==> src/game_pkg.sv <==
`default_nettype none

package game_pkg;

    typedef logic [10:0] hcount_t;
    typedef logic [9:0]  vcount_t;
    typedef logic [11:0] rgb_t;     // 4 bits each, r g b
    typedef logic [9:0]  width_t;   // bar width, also the throw force

    typedef enum logic [1:0] {
        ST_IDLE,
        ST_CHARGING,
        ST_RELEASED
    } charge_state_t;

    // 1024x768 timing, both sync pulses active low
    localparam hcount_t H_ACTIVE = 11'd1024;
    localparam hcount_t H_FRONT  = 11'd24;
    localparam hcount_t H_SYNC   = 11'd136;
    localparam hcount_t H_TOTAL  = 11'd1344;

    localparam vcount_t V_ACTIVE = 10'd768;
    localparam vcount_t V_FRONT  = 10'd3;
    localparam vcount_t V_SYNC   = 10'd6;
    localparam vcount_t V_TOTAL  = 10'd806;

    localparam hcount_t BAR_X         = 11'd876;
    localparam vcount_t BAR_Y_START   = 10'd400;
    localparam vcount_t BAR_Y_END     = 10'd421;   // first row below the bar
    localparam width_t  BAR_MAX_WIDTH = 10'd128;
    localparam int      BAR_BORDER    = 3;

    localparam rgb_t SKY_RGB    = 12'h6AF;
    localparam rgb_t GROUND_RGB = 12'h5A3;
    localparam rgb_t BAR_RGB    = 12'hF00;
    localparam rgb_t BORDER_RGB = 12'h000;

    localparam vcount_t GROUND_Y = 10'd600;

endpackage

`default_nettype wire

==> src/vga_if.sv <==
`timescale 1ns/1ps
`default_nettype none

interface vga_if import game_pkg::*; ();

    hcount_t hcount;
    vcount_t vcount;
    logic    hsync;
    logic    vsync;
    logic    hblnk;
    logic    vblnk;
    rgb_t    rgb;

    modport in (
        input hcount, vcount, hsync, vsync, hblnk, vblnk, rgb
    );

    modport out (
        output hcount, vcount, hsync, vsync, hblnk, vblnk, rgb
    );

endinterface

`default_nettype wire

==> src/charge_fsm.sv <==
`timescale 1ns/1ps
`default_nettype none

module charge_fsm import game_pkg::*; #(
    parameter int unsigned STEP_INTERVAL = 1_234_177
) (
    input  logic   clk,
    input  logic   rst,
    input  logic   space,
    output logic   charging,
    output width_t bar_width,
    output width_t throw_force,
    output logic   throw_valid
);

    logic          space_meta;
    logic          space_sync;
    charge_state_t state;
    charge_state_t state_nxt;
    logic [31:0]   prescale;
    logic          step;

    // button comes from outside the clock domain
    always_ff @(posedge clk or posedge rst) begin
        if (rst) begin
            space_meta <= 1'b0;
            space_sync <= 1'b0;
        end else begin
            space_meta <= space;
            space_sync <= space_meta;
        end
    end

    always_comb begin
        state_nxt = state;
        case (state)
            ST_IDLE:     if (space_sync) state_nxt = ST_CHARGING;
            ST_CHARGING: if (!space_sync) state_nxt = ST_RELEASED;
            default:     state_nxt = ST_IDLE;   // released lasts one cycle
        endcase
    end

    assign step = (prescale == STEP_INTERVAL);

    always_ff @(posedge clk or posedge rst) begin
        if (rst) begin
            state       <= ST_IDLE;
            prescale    <= '0;
            bar_width   <= '0;
            throw_force <= '0;
        end else begin
            state <= state_nxt;
            if (state == ST_CHARGING) begin
                if (!space_sync) begin
                    throw_force <= bar_width;
                end else if (step) begin
                    prescale <= '0;
                    if (bar_width < BAR_MAX_WIDTH) bar_width <= bar_width + 1'b1;
                end else begin
                    prescale <= prescale + 1'b1;
                end
            end else begin
                prescale  <= '0;
                bar_width <= '0;
            end
        end
    end

    assign charging    = (state == ST_CHARGING);
    assign throw_valid = (state == ST_RELEASED);

endmodule

`default_nettype wire

==> src/draw_background.sv <==
`timescale 1ns/1ps
`default_nettype none

module draw_background import game_pkg::*; (
    input  logic clk,
    input  logic rst,
    vga_if.in    vga_in,
    vga_if.out   vga_out
);

    rgb_t rgb_nxt;

    always_comb begin
        if (vga_in.hblnk || vga_in.vblnk) begin
            rgb_nxt = '0;
        end else if (vga_in.vcount >= GROUND_Y) begin
            rgb_nxt = GROUND_RGB;
        end else begin
            rgb_nxt = SKY_RGB;
        end
    end

    always_ff @(posedge clk or posedge rst) begin
        if (rst) begin
            vga_out.hsync <= 1'b1;
            vga_out.vsync <= 1'b1;
            vga_out.hblnk <= 1'b0;
            vga_out.vblnk <= 1'b0;
        end else begin
            vga_out.hsync <= vga_in.hsync;
            vga_out.vsync <= vga_in.vsync;
            vga_out.hblnk <= vga_in.hblnk;
            vga_out.vblnk <= vga_in.vblnk;
        end
    end

    always_ff @(posedge clk) begin
        vga_out.hcount <= vga_in.hcount;
        vga_out.vcount <= vga_in.vcount;
        vga_out.rgb    <= rgb_nxt;
    end

endmodule

`default_nettype wire

==> src/draw_power_bar.sv <==
`timescale 1ns/1ps
`default_nettype none

module draw_power_bar import game_pkg::*; (
    input  logic   clk,
    input  logic   rst,
    input  logic   charging,
    input  width_t bar_width,
    vga_if.in      vga_in,
    vga_if.out     vga_out
);

    // inner box is the full bar area, outer box adds the frame
    localparam hcount_t IN_X1  = BAR_X + hcount_t'(BAR_MAX_WIDTH);
    localparam hcount_t OUT_X0 = BAR_X - hcount_t'(BAR_BORDER);
    localparam hcount_t OUT_X1 = IN_X1 + hcount_t'(BAR_BORDER);
    localparam vcount_t OUT_Y0 = BAR_Y_START - vcount_t'(BAR_BORDER);
    localparam vcount_t OUT_Y1 = BAR_Y_END + vcount_t'(BAR_BORDER);

    hcount_t bar_x_end;
    logic    in_outer;
    logic    in_inner;
    logic    on_bar;
    logic    on_border;
    rgb_t    rgb_nxt;

    assign bar_x_end = BAR_X + hcount_t'(bar_width);

    always_comb begin
        in_outer = (vga_in.hcount >= OUT_X0) && (vga_in.hcount < OUT_X1) &&
                   (vga_in.vcount >= OUT_Y0) && (vga_in.vcount < OUT_Y1);
        in_inner = (vga_in.hcount >= BAR_X) && (vga_in.hcount < IN_X1) &&
                   (vga_in.vcount >= BAR_Y_START) && (vga_in.vcount < BAR_Y_END);

        on_border = charging && in_outer && !in_inner;
        on_bar    = charging && in_inner && (vga_in.hcount < bar_x_end);
    end

    always_comb begin
        if (on_border) begin
            rgb_nxt = BORDER_RGB;
        end else if (on_bar) begin
            rgb_nxt = BAR_RGB;
        end else begin
            rgb_nxt = vga_in.rgb;   // unfilled part of the bar shows background
        end
    end

    always_ff @(posedge clk or posedge rst) begin
        if (rst) begin
            vga_out.hsync <= 1'b1;
            vga_out.vsync <= 1'b1;
            vga_out.hblnk <= 1'b0;
            vga_out.vblnk <= 1'b0;
        end else begin
            vga_out.hsync <= vga_in.hsync;
            vga_out.vsync <= vga_in.vsync;
            vga_out.hblnk <= vga_in.hblnk;
            vga_out.vblnk <= vga_in.vblnk;
        end
    end

    always_ff @(posedge clk) begin
        vga_out.hcount <= vga_in.hcount;
        vga_out.vcount <= vga_in.vcount;
        vga_out.rgb    <= rgb_nxt;
    end

endmodule

`default_nettype wire

==> src/throw_meter_top.sv <==
`timescale 1ns/1ps
`default_nettype none

module throw_meter_top import game_pkg::*; #(
    parameter int unsigned STEP_INTERVAL = 1_234_177
) (
    input  logic   clk,
    input  logic   rst,
    input  logic   space,
    output logic   hsync,
    output logic   vsync,
    output rgb_t   rgb,
    output width_t throw_force,
    output logic   throw_valid
);

    logic   charging;
    width_t bar_width;

    vga_if timing_bus ();
    vga_if bg_bus ();
    vga_if bar_bus ();

    vga_timing u_vga_timing (
        .clk     (clk),
        .rst     (rst),
        .vga_out (timing_bus.out)
    );

    charge_fsm #(
        .STEP_INTERVAL (STEP_INTERVAL)
    ) u_charge_fsm (
        .clk         (clk),
        .rst         (rst),
        .space       (space),
        .charging    (charging),
        .bar_width   (bar_width),
        .throw_force (throw_force),
        .throw_valid (throw_valid)
    );

    draw_background u_draw_background (
        .clk     (clk),
        .rst     (rst),
        .vga_in  (timing_bus.in),
        .vga_out (bg_bus.out)
    );

    draw_power_bar u_draw_power_bar (
        .clk       (clk),
        .rst       (rst),
        .charging  (charging),
        .bar_width (bar_width),
        .vga_in    (bg_bus.in),
        .vga_out   (bar_bus.out)
    );

    // two register stages behind the timing counters
    assign hsync = bar_bus.hsync;
    assign vsync = bar_bus.vsync;
    assign rgb   = bar_bus.rgb;

endmodule

`default_nettype wire

==> src/vga_timing.sv <==
`timescale 1ns/1ps
`default_nettype none

module vga_timing import game_pkg::*; (
    input  logic clk,
    input  logic rst,
    vga_if.out   vga_out
);

    hcount_t h_cnt;
    hcount_t h_next;
    vcount_t v_cnt;
    vcount_t v_next;
    logic    line_end;

    assign line_end = (h_cnt == H_TOTAL - 1);

    always_comb begin
        h_next = line_end ? '0 : h_cnt + 1'b1;
        v_next = v_cnt;
        if (line_end) begin
            v_next = (v_cnt == V_TOTAL - 1) ? '0 : v_cnt + 1'b1;
        end
    end

    // sync and blank decoded from the next position so they line up with the counters
    always_ff @(posedge clk or posedge rst) begin
        if (rst) begin
            h_cnt         <= '0;
            v_cnt         <= '0;
            vga_out.hsync <= 1'b1;
            vga_out.vsync <= 1'b1;
            vga_out.hblnk <= 1'b0;
            vga_out.vblnk <= 1'b0;
        end else begin
            h_cnt <= h_next;
            v_cnt <= v_next;

            vga_out.hsync <= !(h_next >= H_ACTIVE + H_FRONT &&
                               h_next <  H_ACTIVE + H_FRONT + H_SYNC);
            vga_out.vsync <= !(v_next >= V_ACTIVE + V_FRONT &&
                               v_next <  V_ACTIVE + V_FRONT + V_SYNC);

            vga_out.hblnk <= (h_next >= H_ACTIVE);
            vga_out.vblnk <= (v_next >= V_ACTIVE);
        end
    end

    assign vga_out.hcount = h_cnt;
    assign vga_out.vcount = v_cnt;
    assign vga_out.rgb    = '0;     // colour is added by the draw stages

endmodule

`default_nettype wire

==> config.mk <==
export PLATFORM = sky130hd
export DESIGN_NAME = throw_meter_top
export DESIGN_NICKNAME = d
export VERILOG_FILES = /design/src/game_pkg.sv /design/src/vga_if.sv /design/src/charge_fsm.sv /design/src/draw_background.sv /design/src/draw_power_bar.sv /design/src/throw_meter_top.sv /design/src/vga_timing.sv
export SDC_FILE = /design/constraint.sdc
export NUM_CORES = 1
export LEC_CHECK = 0
export BUFFER_PORTS_ARGS = -buffer_cell sky130_fd_sc_hd__buf_2
export CORE_ASPECT_RATIO = 0.75
export CORE_MARGIN = 2
export CORE_UTILIZATION = 58
export CTS_CLUSTER_SIZE = 14
export DETAILED_ROUTE_END_ITERATION = 8
export GPL_ROUTABILITY_DRIVEN = 1
export GPL_TIMING_DRIVEN = 0
export PLACE_DENSITY_LB_ADDON = 0.12
export SYNTH_ARGS = -nofsm -noshare
export SYNTH_HDL_FRONTEND = slang
export SYNTH_SLANG_ARGS = --single-unit
==> constraint.sdc <==
create_clock -name clk -period 8 [get_ports clk]
set_input_delay 0.4 -clock clk [delete_from_list [all_inputs] [get_ports clk]]
set_output_delay 0.4 -clock clk [all_outputs]
set_load 0.005 [all_outputs]
==> impl_metrics.py <==
metrics = {
    "setup_path": {
        "critPathLaunch": "u_charge_fsm.bar_width[2]",
        "worst-setup-path-type": "flip-flop to flip-flop",
        "critPathMaxFanout": 6,
        "r2r-start": "u_charge_fsm.bar_width[2]",
        "setup.worst_path.start_class": "flip-flop",
        "endpoint_kind": "flip-flop",
        "crit_arrival_ns": 3.34,
        "worstPathRequired_ns": 8.31,
    },
    "detailed_routing": {
        "drt-total-wl_mm": 11.99,
        "post-route-drc-count": 0,
        "wl_per_cell_um": 16.18,
        "num_vias": 4282,
        "via_per_inst": 5.779,
        "drtPass1Iterations": 5,
        "ant_nets": 0,
        "drtIter0Drc": 481,
    },
    "worst_hold_path": {
        "hold_path_class": "primary input to flip-flop",
        "min-delay-start": "space",
    },
    "yosys": {
        "synth_warnings": 0,
        "async_flop_share": 0.7368,
        "synth-main-ff-cell": "dfrtp_1",
        "synth_edf_count": 0,
        "syn_avg_cell_area_um2": 9.908,
        "ys_seq_area_frac": 0.4946,
        "synthCells": 553,
        "synth_cell_types": 66,
        "netlist_area_um2": 5479,
        "synth-seq-cells": 114,
    },
    "floorplan": {
        "io_pins": 28,
        "dieArea_um2": 10250,
        "die_h_um": 88.17,
        "core_area_um2": 9121,
        "die_width_um": 116.2,
        "rows": 30,
        "start_util": 0.6007,
    },
    "clock_tree": {
        "clkTransAtPathRegs_ns": 0.05,
        "cts_hold_buf": 1,
        "postCtsSetupBuffers": 0,
        "tritoncts": "built",
        "clock-sinks": 114,
        "clk_path_buf_depth": 2,
        "cts_inserted_buffers": 17,
        "clock_latency_ns": 0.41,
        "post_cts_resized": 0,
        "root_buffer": "clkbuf_16",
        "htreeDepth": 4,
    },
    "cells_and_area": {
        "final_common_cell": "dfrtp_1",
        "diodes": 0,
        "layout_common_cells": "dfrtp_1 (78), nand2_1 (63), nor2_1 (45), buf_2 (33), o21ai_0 (31)",
        "fill_cells": 687,
        "area_growth_pct": 16.97,
        "final_nets": 622,
        "final_core_util": 0.7026,
        "drive_gt1_frac": 0.1680,
    },
    "global_routing": {
        "gr-total-overflow": 0,
        "antenna_found_initial": 0,
        "grt_pass1_wl_mm": 19.95,
        "grt_use_total": 0.2551,
        "grt_pass1_vias": 3997,
        "grt_max_degree": 67,
    },
    "sta": {
        "fmax_mhz": 329.2,
        "grt_setup_unrepaired": "no",
        "worst_slew_pin_slew_ns": 0.6731,
        "hold_viol_final": 0,
        "period_needed_ns": 3.037,
        "tns_ns": 0,
        "slew_violations": 0,
        "setup_viol": 0,
        "period_share": 0.3797,
        "relSlewSlack": 0.5471,
        "skew_ns": 0.009085,
    },
    "pwr": {
        "power_frac_clock": 0.554,
        "p_per_area_nw_per_um2": 212.9,
        "intPower_mw": 1.081,
        "combPwrFrac": 0.022,
        "p_leak_nw": 2.851,
        "p_switching_mw": 0.2835,
        "seqPwrFrac": 0.424,
        "switching_share": 0.2078,
        "worst_ir_drop_vdd_uv": 150.2,
    },
    "place": {
        "hpwl_mm": 8.224,
        "io_buffer_count": 25,
        "gp_congestion": 0.8946,
    },
    "status": {
        "status": "complete, no violations",
    },
    "run": {
        "maxCapViolations": 0,
    },
}
stage by stage:
stage | cells | setup slack [ns] | power, mW | hold slack (ns) | area (µm²)
4_1_cts | 741 | 4.983 | 1.372 | 0.09429 | 6409
6_report | 741 | 4.963 | 1.365 | 0.1000 | 6409
3_3_place_gp | 707 | 4.435 | 0.6163 | 0.3327 | 5768
3_5_place_dp | 708 | 5.004 | 0.6187 | 0.3494 | 5798
2_1_floorplan | 554 | 5.445 | 0.6082 | 0.3312 | 5483
5_1_grt | 741 | 4.709 | 1.403 | 0.09293 | 6409
cell families after synthesis:
family          count (synthesis)  synth area share
mux                             2          0.003882
xor+xnor                       43           0.06874
fa+ha+maj                      19           0.04339
flops                         114            0.4946
simple gates                  233            0.2386
buf+inv                        46           0.03951
compound gates                 95            0.1105
other cells                     1         0.0006844
cells in the mapped netlist, drive strengths merged (5+ instances only):
cell,n,area [µm²]
nor2,45,168.9
o21ai,35,175.2
nor4,11,98.84
nand3,28,167.7
o21a,5,37.54
nor3,6,41.29
clkbuf,13,52.55
a21oi,15,75.07
and3,21,131.4
o211ai,6,50.05
dfrtp,78,1952
nand2b,5,33.78
a31oi,6,37.54
dfstp,6,157.7
nor2b,5,31.28
nand2,63,236.5
xnor2,21,183.9
and2,11,68.82
nand4,16,106.4
dfxtp,30,600.6
ha,19,237.7
xor2,22,192.7
inv,17,63.81
o31ai,7,57.55
buf,16,100.1
routing by layer:
metal | wire length, µm | global-route usage
met5 | 0 | 0
met1 | 5892 | 0.3772
met3 | 686 | 0.06367
met4 | 194 | 0.09524
met2 | 5219 | 0.3621
registers in the layout (all words and copies together) (netlist names):
signal and flops:
u_charge_fsm.prescale 32, u_draw_background.vga_out.hcount 11, u_vga_timing.vga_out.hcount 11, u_charge_fsm.bar_width 10
u_charge_fsm.throw_force 10, u_draw_background.vga_out.vcount 10, u_vga_timing.vga_out.vcount 10, u_draw_power_bar.vga_out.rgb 6
u_draw_background.vga_out.rgb 3, u_charge_fsm.state 2, u_charge_fsm.space_meta 1, u_charge_fsm.space_sync 1
u_draw_background.vga_out.hsync 1, u_draw_background.vga_out.vsync 1, u_draw_power_bar.vga_out.hsync 1, u_draw_power_bar.vga_out.vsync 1
u_vga_timing.vga_out.hsync 1, u_vga_timing.vga_out.vblnk 1, u_vga_timing.vga_out.vsync 1
power by group through the flow:
stage / logic, mW / clock network (mW) / registers, mW
4_1_cts: 0.0306 / 0.762 / 0.579
6_report: 0.0302 / 0.756 / 0.579
3_3_place_gp: 0.0275 / 0 / 0.589
3_5_place_dp: 0.0299 / 0 / 0.589
2_1_floorplan: 0.0198 / 0 / 0.588
5_1_grt: 0.0342 / 0.790 / 0.579
area by class of cell:
type	count	area [µm²]	area share
Buffer	29	152.6	0.02382
Clock buffer	23	498.0	0.07770
Clock inverter	9	102.6	0.01601
Inverter	17	66.31	0.01035
Multi-Input combinational cell	394	2556	0.3989
Sequential cell	114	2710	0.4229
Tap cell	128	160.2	0.02499
Timing Repair Buffer	27	162.7	0.02538
final timing paths:
check | slack (ns) | cells past startpoint | to
setup reg to reg | 4.96 | 11 | u_draw_power_bar.vga_out.rgb[5]
hold reg to reg | 0.35 | 0 | u_draw_background.vga_out.hsync
max in group asynchronous | 6.91 | 4 | u_charge_fsm.bar_width[2]
setup / recovery | 4.96 | 11 | u_draw_power_bar.vga_out.rgb[5]
min in group asynchronous | 0.49 | 3 | u_vga_timing.vga_out.hcount[7]
hold / removal | 0.10 | 1 | u_charge_fsm.space_meta
critical path, cell delays in order (launching register included):
cell	delay, ns
dfrtp_1	0.44
inv_1	0.13
ha_1	0.26
xor2_1	0.16
ha_1	0.29
a21o_1	0.16
a2111oi_0	0.39
o21ai_0	0.16
a221oi_1	0.33
and3_1	0.21
clkbuf_1	0.21
and3b_1	0.20
No activity file was read; power rests on OpenSTA's default activity.
